`src/logic/rv_core_pkg.sv`:
```
`default_nettype none

package rv_core_pkg;

	localparam int xlen = 32;

	typedef logic [4:0] reg_addr_t;
	typedef logic [xlen-1:0] word_t;

	// major opcodes of the kept rv32i subset
	typedef enum logic [6:0] {
		op_load   = 7'b0000011,
		op_imm    = 7'b0010011,
		op_store  = 7'b0100011,
		op_reg    = 7'b0110011,
		op_branch = 7'b1100011,
		op_jal    = 7'b1101111
	} opcode_e;

	// alu_add is zero so a cleared ctrl_t adds
	typedef enum logic [2:0] {
		alu_add = 3'd0,
		alu_sub = 3'd1,
		alu_and = 3'd2,
		alu_or  = 3'd3,
		alu_xor = 3'd4,
		alu_slt = 3'd5
	} alu_op_e;

	typedef struct packed {
		alu_op_e alu_op;
		logic    use_imm;
		logic    reg_write;
		logic    mem_read;
		logic    mem_write;
		logic    branch;
		// result is pc+4
		logic    link;
	} ctrl_t;

	typedef struct packed {
		logic      valid;
		word_t     pc;
		ctrl_t     ctrl;
		reg_addr_t rs1;
		reg_addr_t rs2;
		reg_addr_t rd;
		word_t     rs1_value;
		word_t     rs2_value;
		word_t     imm;
	} id_ex_t;

	typedef struct packed {
		logic      valid;
		ctrl_t     ctrl;
		reg_addr_t rd;
		word_t     alu_result;
		word_t     store_data;
	} ex_mem_t;

	typedef struct packed {
		logic      reg_write;
		reg_addr_t rd;
		word_t     data;
	} mem_wb_t;

	typedef struct packed {
		logic  valid;
		logic  write;
		word_t addr;
		word_t wdata;
	} dmem_req_t;

	// bypass sources, memory stage first
	typedef struct packed {
		logic      mem_we;
		reg_addr_t mem_rd;
		word_t     mem_value;
		logic      wb_we;
		reg_addr_t wb_rd;
		word_t     wb_value;
	} fwd_t;

endpackage

`default_nettype wire

```
`src/logic/fetch_stage.sv`:
```
`timescale 1ns/1ps
`default_nettype none

module fetch_stage import rv_core_pkg::*; #(
	parameter word_t reset_pc = '0
) (
	input  logic  clock,
	input  logic  reset,
	input  logic  stall_front,
	input  logic  freeze,
	input  logic  flush_decode,
	input  logic  redirect,
	input  word_t redirect_pc,
	input  word_t instr,
	output word_t pc,
	output word_t if_pc,
	output word_t if_instr,
	output logic  if_valid
);

	// program counter, redirect wins over the hold
	always_ff @(posedge clock or negedge reset) begin
		if (!reset) begin
			pc <= reset_pc;
		end else if (!freeze) begin
			if (redirect) begin
				pc <= redirect_pc;
			end else if (!stall_front) begin
				pc <= pc + 32'd4;
			end
		end
	end

	// fetch/decode register
	always_ff @(posedge clock or negedge reset) begin
		if (!reset) begin
			if_valid <= 1'b0;
			if_pc    <= '0;
			if_instr <= '0;
		end else if (!freeze) begin
			if (flush_decode) begin
				// wrong-path word
				if_valid <= 1'b0;
				if_instr <= '0;
			end else if (!stall_front) begin
				if_valid <= 1'b1;
				if_pc    <= pc;
				if_instr <= instr;
			end
		end
	end

endmodule

`default_nettype wire

```
`src/logic/decode_control.sv`:
```
`timescale 1ns/1ps
`default_nettype none

module decode_control import rv_core_pkg::*; (
	input  logic      clock,
	input  logic      reset,
	input  word_t     if_pc,
	input  word_t     if_instr,
	input  logic      if_valid,
	input  word_t     rs1_value,
	input  word_t     rs2_value,
	input  logic      stall_front,
	input  logic      freeze,
	input  logic      flush_execute,
	output reg_addr_t rs1,
	output reg_addr_t rs2,
	output logic      jump,
	output word_t     jump_pc,
	output id_ex_t    id_ex
);

	opcode_e    opcode;
	logic [2:0] funct3;
	logic [6:0] funct7;
	logic       uses_rs1;
	logic       uses_rs2;
	ctrl_t      ctrl;
	word_t      imm_i;
	word_t      imm_s;
	word_t      imm_b;
	word_t      imm_j;
	word_t      imm;

	function automatic alu_op_e reg_alu_op(input logic [2:0] f3, input logic alt);
		alu_op_e op;
		case (f3)
			3'b000:  op = alt ? alu_sub : alu_add;
			3'b010:  op = alu_slt;
			3'b100:  op = alu_xor;
			3'b110:  op = alu_or;
			3'b111:  op = alu_and;
			default: op = alu_add;
		endcase
		return op;
	endfunction

	assign opcode = opcode_e'(if_instr[6:0]);
	assign funct3 = if_instr[14:12];
	assign funct7 = if_instr[31:25];

	////////////////////////////////////////////////////////////
	// immediates
	assign imm_i = {{20{if_instr[31]}}, if_instr[31:20]};
	assign imm_s = {{20{if_instr[31]}}, if_instr[31:25], if_instr[11:7]};
	assign imm_b = {{19{if_instr[31]}}, if_instr[31], if_instr[7],
		if_instr[30:25], if_instr[11:8], 1'b0};
	assign imm_j = {{11{if_instr[31]}}, if_instr[31], if_instr[19:12],
		if_instr[20], if_instr[30:21], 1'b0};

	////////////////////////////////////////////////////////////
	// control decode, funct3 of addi and beq not checked
	always_comb begin
		ctrl     = '0;
		imm      = imm_i;
		uses_rs1 = 1'b0;
		uses_rs2 = 1'b0;
		if (if_valid) begin
			case (opcode)
				op_reg: begin
					ctrl.alu_op    = reg_alu_op(funct3, funct7[5]);
					ctrl.reg_write = 1'b1;
					uses_rs1       = 1'b1;
					uses_rs2       = 1'b1;
				end
				op_imm: begin
					ctrl.use_imm   = 1'b1;
					ctrl.reg_write = 1'b1;
					uses_rs1       = 1'b1;
				end
				op_load: begin
					ctrl.use_imm   = 1'b1;
					ctrl.reg_write = 1'b1;
					ctrl.mem_read  = 1'b1;
					uses_rs1       = 1'b1;
				end
				op_store: begin
					ctrl.use_imm   = 1'b1;
					ctrl.mem_write = 1'b1;
					imm            = imm_s;
					uses_rs1       = 1'b1;
					uses_rs2       = 1'b1;
				end
				op_branch: begin
					ctrl.branch = 1'b1;
					imm         = imm_b;
					uses_rs1    = 1'b1;
					uses_rs2    = 1'b1;
				end
				op_jal: begin
					ctrl.reg_write = 1'b1;
					ctrl.link      = 1'b1;
					imm            = imm_j;
				end
				default: ;
			endcase
		end
	end

	// unused sources read as x0, so they never stall or forward
	assign rs1 = uses_rs1 ? if_instr[19:15] : '0;
	assign rs2 = uses_rs2 ? if_instr[24:20] : '0;

	// jal reads no sources and is never held by a load-use stall
	assign jump    = if_valid & (opcode == op_jal);
	assign jump_pc = if_pc + imm_j;

	// decode/execute register
	always_ff @(posedge clock or negedge reset) begin
		if (!reset) begin
			id_ex <= '0;
		end else if (!freeze) begin
			if (stall_front || flush_execute) begin
				id_ex <= '0;
			end else begin
				id_ex.valid     <= if_valid;
				id_ex.pc        <= if_pc;
				id_ex.ctrl      <= ctrl;
				id_ex.rs1       <= rs1;
				id_ex.rs2       <= rs2;
				id_ex.rd        <= ctrl.reg_write ? if_instr[11:7] : '0;
				id_ex.rs1_value <= rs1_value;
				id_ex.rs2_value <= rs2_value;
				id_ex.imm       <= imm;
			end
		end
	end

endmodule

`default_nettype wire

```
`src/logic/reg_file.sv`:
```
`timescale 1ns/1ps
`default_nettype none

module reg_file import rv_core_pkg::*; (
	input  logic      clock,
	input  logic      reset,
	input  reg_addr_t rs1,
	input  reg_addr_t rs2,
	input  mem_wb_t   wb,
	output word_t     rs1_value,
	output word_t     rs2_value
);

	// x0 has no storage
	word_t regs [1:31];

	// same-cycle write passes straight to the reader
	function automatic word_t read_port(input reg_addr_t addr, input mem_wb_t w,
		input word_t stored);
		word_t value;
		value = '0;
		if (addr != '0) begin
			if (w.reg_write && w.rd == addr) begin
				value = w.data;
			end else begin
				value = stored;
			end
		end
		return value;
	endfunction

	always_ff @(posedge clock or negedge reset) begin
		if (!reset) begin
			for (int i = 1; i < 32; i++) begin
				regs[i] <= '0;
			end
		end else if (wb.reg_write && wb.rd != '0) begin
			regs[wb.rd] <= wb.data;
		end
	end

	assign rs1_value = read_port(rs1, wb, (rs1 == '0) ? word_t'(0) : regs[rs1]);
	assign rs2_value = read_port(rs2, wb, (rs2 == '0) ? word_t'(0) : regs[rs2]);

endmodule

`default_nettype wire

```
`src/logic/hazard_control.sv`:
```
`timescale 1ns/1ps
`default_nettype none

module hazard_control import rv_core_pkg::*; (
	input  reg_addr_t rs1,
	input  reg_addr_t rs2,
	input  id_ex_t    id_ex,
	input  logic      branch_taken,
	input  logic      jump,
	input  dmem_req_t dmem_req,
	input  logic      dmem_ready,
	output logic      stall_front,
	output logic      flush_decode,
	output logic      flush_execute,
	output logic      freeze
);

	logic load_in_execute;
	logic load_use;

	////////////////////////////////////////////////////////////
	// load-use, one bubble
	assign load_in_execute = id_ex.valid & id_ex.ctrl.mem_read & (id_ex.rd != '0);
	assign load_use        = load_in_execute & ((id_ex.rd == rs1) | (id_ex.rd == rs2));
	assign stall_front     = load_use;

	////////////////////////////////////////////////////////////
	// redirects
	// taken beq kills fetch and decode, jal only the word behind it
	assign flush_decode  = branch_taken | jump;
	assign flush_execute = branch_taken;

	////////////////////////////////////////////////////////////
	// data port back-pressure holds every stage
	assign freeze = dmem_req.valid & ~dmem_ready;

endmodule

`default_nettype wire

```
`src/logic/execute_stage.sv`:
```
`timescale 1ns/1ps
`default_nettype none

module execute_stage import rv_core_pkg::*; (
	input  logic    clock,
	input  logic    reset,
	input  id_ex_t  id_ex,
	input  fwd_t    fwd,
	input  logic    freeze,
	output logic    branch_taken,
	output word_t   branch_pc,
	output ex_mem_t ex_mem
);

	word_t op_a;
	word_t op_b;
	word_t alu_b;
	word_t alu_result;
	word_t result;

	// newest producer last so it overrides
	function automatic word_t forward_operand(input reg_addr_t src, input word_t reg_value,
		input fwd_t f);
		word_t value;
		value = reg_value;
		if (f.wb_we && f.wb_rd != '0 && f.wb_rd == src) begin
			value = f.wb_value;
		end
		if (f.mem_we && f.mem_rd != '0 && f.mem_rd == src) begin
			value = f.mem_value;
		end
		return value;
	endfunction

	////////////////////////////////////////////////////////////
	// operands
	assign op_a  = forward_operand(id_ex.rs1, id_ex.rs1_value, fwd);
	assign op_b  = forward_operand(id_ex.rs2, id_ex.rs2_value, fwd);
	assign alu_b = id_ex.ctrl.use_imm ? id_ex.imm : op_b;

	////////////////////////////////////////////////////////////
	// alu
	always_comb begin
		case (id_ex.ctrl.alu_op)
			alu_add: alu_result = op_a + alu_b;
			alu_sub: alu_result = op_a - alu_b;
			alu_and: alu_result = op_a & alu_b;
			alu_or:  alu_result = op_a | alu_b;
			alu_xor: alu_result = op_a ^ alu_b;
			alu_slt: alu_result = {{(xlen-1){1'b0}}, $signed(op_a) < $signed(alu_b)};
			default: alu_result = op_a + alu_b;
		endcase
	end

	// jal link value
	assign result = id_ex.ctrl.link ? id_ex.pc + 32'd4 : alu_result;

	// beq only
	assign branch_taken = id_ex.valid & id_ex.ctrl.branch & (op_a == op_b);
	assign branch_pc    = id_ex.pc + id_ex.imm;

	////////////////////////////////////////////////////////////
	// execute/memory register
	always_ff @(posedge clock or negedge reset) begin
		if (!reset) begin
			ex_mem <= '0;
		end else if (!freeze) begin
			ex_mem.valid      <= id_ex.valid;
			ex_mem.ctrl       <= id_ex.ctrl;
			ex_mem.rd         <= id_ex.rd;
			ex_mem.alu_result <= result;
			// store data after bypass
			ex_mem.store_data <= op_b;
		end
	end

endmodule

`default_nettype wire

```
`src/logic/mem_wb_stage.sv`:
```
`timescale 1ns/1ps
`default_nettype none

module mem_wb_stage import rv_core_pkg::*; (
	input  logic      clock,
	input  logic      reset,
	input  ex_mem_t   ex_mem,
	input  logic      freeze,
	input  word_t     dmem_rdata,
	output dmem_req_t dmem_req,
	output fwd_t      fwd,
	output mem_wb_t   wb
);

	word_t wb_data;

	////////////////////////////////////////////////////////////
	// data port, held steady by freeze until ready
	assign dmem_req.valid = ex_mem.valid & (ex_mem.ctrl.mem_read | ex_mem.ctrl.mem_write);
	assign dmem_req.write = ex_mem.ctrl.mem_write;
	assign dmem_req.addr  = ex_mem.alu_result;
	assign dmem_req.wdata = ex_mem.store_data;

	// load data only valid in the ready cycle
	assign wb_data = ex_mem.ctrl.mem_read ? dmem_rdata : ex_mem.alu_result;

	// memory/writeback register
	always_ff @(posedge clock or negedge reset) begin
		if (!reset) begin
			wb <= '0;
		end else if (!freeze) begin
			wb.reg_write <= ex_mem.valid & ex_mem.ctrl.reg_write;
			wb.rd        <= ex_mem.rd;
			wb.data      <= wb_data;
		end
	end

	////////////////////////////////////////////////////////////
	// bypass values
	// a load here never has a consumer in execute, the stall keeps them apart
	assign fwd.mem_we    = ex_mem.valid & ex_mem.ctrl.reg_write & ~ex_mem.ctrl.mem_read;
	assign fwd.mem_rd    = ex_mem.rd;
	assign fwd.mem_value = ex_mem.alu_result;
	assign fwd.wb_we     = wb.reg_write;
	assign fwd.wb_rd     = wb.rd;
	assign fwd.wb_value  = wb.data;

endmodule

`default_nettype wire

```
`src/logic/rv_core.sv`:
```
`timescale 1ns/1ps
`default_nettype none

module rv_core import rv_core_pkg::*; #(
	parameter word_t reset_pc = '0
) (
	input  logic      clock,
	input  logic      reset,
	output word_t     pc,
	input  word_t     instr,
	output dmem_req_t dmem_req,
	input  word_t     dmem_rdata,
	input  logic      dmem_ready
);

	word_t     if_pc;
	word_t     if_instr;
	logic      if_valid;
	reg_addr_t rs1;
	reg_addr_t rs2;
	word_t     rs1_value;
	word_t     rs2_value;
	logic      jump;
	word_t     jump_pc;
	id_ex_t    id_ex;
	logic      branch_taken;
	word_t     branch_pc;
	ex_mem_t   ex_mem;
	fwd_t      fwd;
	mem_wb_t   wb;
	logic      stall_front;
	logic      flush_decode;
	logic      flush_execute;
	logic      freeze;
	logic      redirect;
	word_t     redirect_pc;

	// branch in execute is older than jal in decode
	assign redirect    = branch_taken | jump;
	assign redirect_pc = branch_taken ? branch_pc : jump_pc;

	fetch_stage #(.reset_pc(reset_pc)) fetch (
		.clock(clock), .reset(reset),
		.stall_front(stall_front), .freeze(freeze), .flush_decode(flush_decode),
		.redirect(redirect), .redirect_pc(redirect_pc), .instr(instr),
		.pc(pc), .if_pc(if_pc), .if_instr(if_instr), .if_valid(if_valid)
	);

	decode_control decode (
		.clock(clock), .reset(reset),
		.if_pc(if_pc), .if_instr(if_instr), .if_valid(if_valid),
		.rs1_value(rs1_value), .rs2_value(rs2_value),
		.stall_front(stall_front), .freeze(freeze), .flush_execute(flush_execute),
		.rs1(rs1), .rs2(rs2), .jump(jump), .jump_pc(jump_pc), .id_ex(id_ex)
	);

	reg_file regs (
		.clock(clock), .reset(reset), .rs1(rs1), .rs2(rs2), .wb(wb),
		.rs1_value(rs1_value), .rs2_value(rs2_value)
	);

	hazard_control hazards (
		.rs1(rs1), .rs2(rs2), .id_ex(id_ex), .branch_taken(branch_taken), .jump(jump),
		.dmem_req(dmem_req), .dmem_ready(dmem_ready),
		.stall_front(stall_front), .flush_decode(flush_decode),
		.flush_execute(flush_execute), .freeze(freeze)
	);

	execute_stage execute (
		.clock(clock), .reset(reset), .id_ex(id_ex), .fwd(fwd), .freeze(freeze),
		.branch_taken(branch_taken), .branch_pc(branch_pc), .ex_mem(ex_mem)
	);

	mem_wb_stage mem_wb (
		.clock(clock), .reset(reset), .ex_mem(ex_mem), .freeze(freeze),
		.dmem_rdata(dmem_rdata), .dmem_req(dmem_req), .fwd(fwd), .wb(wb)
	);

endmodule

`default_nettype wire

```
`config.mk`:
```
export PLATFORM = sky130hd
export DESIGN_NAME = rv_core
export DESIGN_NICKNAME = d
export VERILOG_FILES = /design/src/logic/rv_core_pkg.sv /design/src/logic/fetch_stage.sv /design/src/logic/decode_control.sv /design/src/logic/reg_file.sv /design/src/logic/hazard_control.sv /design/src/logic/execute_stage.sv /design/src/logic/mem_wb_stage.sv /design/src/logic/rv_core.sv
export SDC_FILE = /design/constraint.sdc
export NUM_CORES = 2
export LEC_CHECK = 0
export BUFFER_PORTS_ARGS = -buffer_cell sky130_fd_sc_hd__buf_2
export CAP_MARGIN = 0
export CORE_ASPECT_RATIO = 1.75
export CORE_MARGIN = 5
export CORE_UTILIZATION = 45
export CTS_CLUSTER_DIAMETER = 60
export DETAILED_ROUTE_END_ITERATION = 10
export GPL_ROUTABILITY_DRIVEN = 0
export PLACE_DENSITY = 0.69
export SLEW_MARGIN = 5
export SYNTH_ARGS = -nofsm -noshare
export SYNTH_HDL_FRONTEND = slang
export SYNTH_HIERARCHICAL = 1
export SYNTH_SLANG_ARGS = --single-unit
export TNS_END_PERCENT = 100
```
`constraint.sdc`:
```
create_clock -name clock -period 4.65 [get_ports clock]
set_input_delay 0 -clock clock [delete_from_list [all_inputs] [get_ports clock]]
set_output_delay 0 -clock clock [all_outputs]
set_load 0.01 [all_outputs]
```
; Word level (Yosys, flattened, before mapping)
; Index checks and enable logic that the tools add are counted.
; Widths: inputs -> output; s select.
[classes]
n_addsub = 6
bitwise_logic = 24
eq_ne = 25
n_reduce_logical = 24
n_lt_le_gt_ge = 5
muxes = 50
[op_table]
columns = cell, n
row1 = $bwmux 992, 1
row2 = $mux 32, 23
row3 = $bmux 32 s5, 2
row4 = $demux 32 s5, 1
row5 = $pmux 32 s5, 1
row6 = $mux 153, 1
row7 = $add 32x32->32, 3
row8 = $add 32x3->32 const B, 2
row9 = $pmux 20 s3, 1
row10 = $eq 5x5->1, 8
row11 = $and 32x32->32, 1
row12 = $eq 32x32->1, 1
row13 = $lt 32x32->1, 1
row14 = $or 32x32->32, 1
row15 = $sub 32x32->32, 1
row16 = $xor 32x32->32, 1
row17 = $reduce_bool 5->1, 5
row18 = $mux 20, 1
row19 = $ge 6x6->1 const B, 3
row20 = $not 5->6, 3
row21 = $eq 3x3->1 const B, 5
row22 = $mux 5, 3
row23 = $pmux 3 s5, 1
row24 = $eq 7x6->1 const B, 2
row25 = other kinds (22), 62
[word_totals]
elab_cells = 194
input_bits = 67
reg_bits = 1353

; Depth between registers and ports, before layout
[depth]
word_depth = 13
depth_mapped = 23
mapped_depth_nobuf = 20

; By module
; Netlist, hierarchy kept.
[by_module_without_submodules]
columns = module, area_per_inst_um2, cells_per_inst, seq_area_each_um2, n_inst
row1 = reg_file, 53047.1, 3590, 24823.8, 1
row2 = execute_stage, 12524.5, 1658, 1976.9, 1
row3 = decode_control, 7018.0, 639, 3553.4, 1
row4 = fetch_stage, 4509.3, 408, 2427.3, 1
row5 = mem_wb_stage, 2820.2, 296, 950.9, 1
row6 = rv_core, 546.8, 37, 0.0, 1
row7 = hazard_control, 152.6, 20, 0.0, 1

; Least setup slack after synthesis
; OpenSTA, ideal clock, no wires.
[synth_timing]
path_type = reg-to-reg
from = register, netlist name execute/ex_mem[72]
to = register, netlist name execute/ex_mem[60]
synth_period_minus_slack_ns = 5.045
setup_ns = 0.099
path_stages_with_launch = 22
path_slack_ns = -0.395
arrival_time_ns = 4.946
path_buffers = 5
path_cell_list = dfrtp_1 > buf_6 > buf_12 > nor2_1 > o21ai_2 > nor4_2 > clkbuf_1 > clkbuf_1 > o21ai_0 > mux2_2 > ha_1 > clkbuf_1 > or4_1 > nor3_1 > o211a_1 > nor3_1 > o2bb2ai_1 > o31a_1 > o21ai_0 > xnor2_1 > o311a_1 > a311oi_1

; Final worst setup path
[layout_timing]
from = register, netlist name mem_wb/fwd[36]
to = register, netlist name decode/id_ex[62]
[layout_between]
elab_chain_cells = 9
word_cells_on_any_way = 18
cone_classes = eq/ne: 4 / mux: 7 / bitwise: 1 / reduce/logical: 6
[layout_rtl]
columns = item, line
row1 = $reduce_bool 5->1, execute_stage.sv:26  ; if (f.wb_we && f.wb_rd != '0 && f.wb_rd == src) begin
row2 = $logic_and 1x1->1 (2 in series), execute_stage.sv:26
row3 = $mux 32, execute_stage.sv:26
row4 = $mux 32, execute_stage.sv:29  ; if (f.mem_we && f.mem_rd != '0 && f.mem_rd == src) begin
row5 = $eq 32x32->1 *, execute_stage.sv:59  ; assign branch_taken = id_ex.valid & id_ex.ctrl.branch & (op_a == op_b);
row6 = $and 1x1->1 *, execute_stage.sv:59
row7 = via branch_taken, rv_core.sv:26  ; logic branch_taken;
row8 = $logic_or 1x1->1 *, decode_control.sv:122  ; if (stall_front || flush_execute) begin
row9 = $mux 153 *, decode_control.sv:122
; The timed path passes the listed nets; every way through them passes the cells marked *.
; A chain may end at the register's enable or synchronous reset.

==> results_dict.tcl <==
set metrics [dict create \
    totalWireLength_um 302000 \
    cts_tree "yes" \
    fin_ws_ns -0.489 \
    drtAntennaViolNets 0 \
    tightest_slew_ns 1.54 \
    startpoint_type "flop" \
    io_buffers 164 \
    post-route-period-util_pct 111 \
    cp_max_fo 91 \
    status "finished, violations left" \
    power-per-cell-area_nw_per_um2 321 \
    synth_area_um2 80400 \
    rr_endpoint "decode/id_ex[62]$_DFFE_PN0N_" \
    finalSetupViolCount 259 \
    dp_hpwl_um 198000 \
    fp.dieH_um 569 \
    violations "capacitance limit, slew limit, setup timing" \
    drv_cap 1 \
    htree_levels 3 \
    grt_max_degree 176 \
    power.leakage_nw 41.5 \
    fin_util_pct 52.3 \
    max_freq_mhz 195 \
    clk_latency_ns 0.78 \
    skew_ns 0.0448 \
    drc_errors 0 \
    hold_class "in2reg" \
    ir_worst_vdd_v 0.000430 \
    min_period_ns 5.14 \
    dp.cells 9062 \
    grt_pass1_wl_um 441000 \
    syn_to_final_growth_pct 15.8 \
    post_drt_wl_per_cell_um 32.0 \
    hold_viol 0 \
    cts_buffer_depth 3 \
    cp.arrival_ns 5.78 \
    gr-total-overflow 0 \
    dr_total_vias 63320 \
    rr_worst_depth 22 \
    drt-vias-per-instance 6.70 \
    cp.required_ns 5.30 \
    drt-pass1-iter-count 9 \
    ctsRootBufferMaster "clkbuf_16" \
    synth.net_count 6862 \
    dieArea_um2 188000 \
    nets 7191 \
    top_level_ports 165 \
    core_area_um2 178000 \
    start_util_pct 45.2 \
    yosysWarnings 6 \
    numCtsBuffers 116 \
    drive_above_1_share_pct 41.5 \
    hold_end "fetch/if_instr[26]$_DFFE_PN0P_" \
    grt_pass1_vias 66163 \
    slew_headroom_pct -2.76 \
    syn_area_per_cell_um2 12.1 \
    num_rows 205 \
    drt_iter0_drc 6817 \
    synthCells 6632 \
    hold_depth 3 \
    post_dp_cell_area_um2 86300 \
    worstSetupPathType "reg2reg" \
    min_from "instr[26]" \
    layout.cells.non_filler 9454 \
    finalPower_w 0.0299 \
    design_area_um2 93100 \
    grt_usage_pct 31.7 \
    end_kind "flop" \
    antenna_found_initial 26 \
    crit_start "mem_wb/fwd[36]$_DFFE_PN0N_" \
    cts_sinks 1342 \
    rsz0062_at_grt "true" \
    die_x_um 330 \
    r2r_start "mem_wb/fwd[36]$_DFFE_PN0N_" \
    hold_slack_ns 0.0363 \
    ff2ff_setup_slack_ns -0.49 \
    slew_violations 7 \
    clk_pin_slew_ns 0.07 \
]
## cells in the final DEF, fill, tap and decap left out, drive strengths merged, types with 59 or more instances in the layout
cell / n
clkbuf: 164
o21ai: 262
mux4: 449
mux2i: 170
buf: 845
nor2: 257
a32o: 63
a221oi: 67
xor2: 63
inv: 141
ha: 159
dfrtp: 1342
mux2: 1193
nand2: 373
o22ai: 83
a21oi: 221
a22o: 154
nand3: 69
o211ai: 59
a22oi: 67
xnor2: 128
dlygate4sd3: 92
## report_power, final
group | switching [W] | internal [W]
Sequential | 0.000894 | 0.0121
Clock | 0.00479 | 0.00570
Combinational | 0.00376 | 0.00269
## layer usage
layer  track usage (%)  up-vias  routed length, um  part of all wire, %
met3              10.4     1848              29500                  9.8
met4              30.8       20              37900                   13
met5            0.0262        -                166                0.055
met1              32.6    31947              94400                   31
met2              50.2     4011             140000                   46
li1                  -    25494                  -                    -
## how the worst max path moves through the flow
stage | slack [ns] | to
finish | -0.49 | decode/id_ex[62]$_DFFE_PN0N_
CTS | -0.30 | execute/ex_mem[57]$_DFFE_PN0N_
floorplan | 0.0004 | execute/ex_mem[60]$_DFFE_PN0N_
global placement | -0.75 | execute/ex_mem[60]$_DFFE_PN0N_
global route | -0.55 | execute/ex_mem[63]$_DFFE_PN0N_
detailed placement | -0.77 | execute/ex_mem[60]$_DFFE_PN0N_
## through the flow
| step | TNS (ns) | setup slack (ns) |
|---|---|---|
| 2_1_floorplan | 0 | 0.000436 |
| 3_3_place_gp | -102.11 | -0.747 |
| 3_5_place_dp | -114.79 | -0.766 |
| 4_1_cts | -40.36 | -0.300 |
| 5_1_grt | -91.85 | -0.548 |
| 6_report | -82.51 | -0.489 |
## worst max-delay path, stage by stage (launching register included)
cell and delay, ns:
dfrtp_1 0.40, or4_4 0.54, o21ai_4 0.21, buf_4 0.15, nor3_4 0.04, buf_12 0.14, buf_12 0.13, buf_12 0.15
buf_4 0.17, mux2i_2 0.16, a21oi_2 0.19, xor2_1 0.17, buf_4 0.17, nand4_1 0.30, or4_4 0.60, nor4_4 0.15
buf_6 0.15, buf_12 0.15, buf_6 0.12, buf_8 0.11, nor3_4 0.06, buf_12 0.23, a22o_1 0.30
## cell type report
cell class	count	area, um^2
diodes	17	42.5
clock buffers	164	3370
clock inverters	50	668
fillers	14884	84900
inverters	137	517
multi-input cells	4426	44000
flip-flops and latches	1342	33600
well taps	2380	2980
repair buffers	938	8020
## flip-flops by register name, summed over array words and instances (netlist names)
register,flops
regs/regs,992
fetch/if_pc,32
fetch/if_instr,32
fetch/pc,32
decode/id_ex,142
execute/ex_mem,73
mem_wb/fwd,38
fetch/if_valid,1
## repair_timing
item | CTS | global route
hold buffers | 93 | 0
resized for setup | 219 | 64
buffers inserted | 41 | 20
pin swaps | 80 | 35
gates cloned | 8 | 0
endpoints found under the setup margin | 259 | 264
hold endpoints to repair | 235 | 0
No activity file was read; power rests on OpenSTA's default activity.
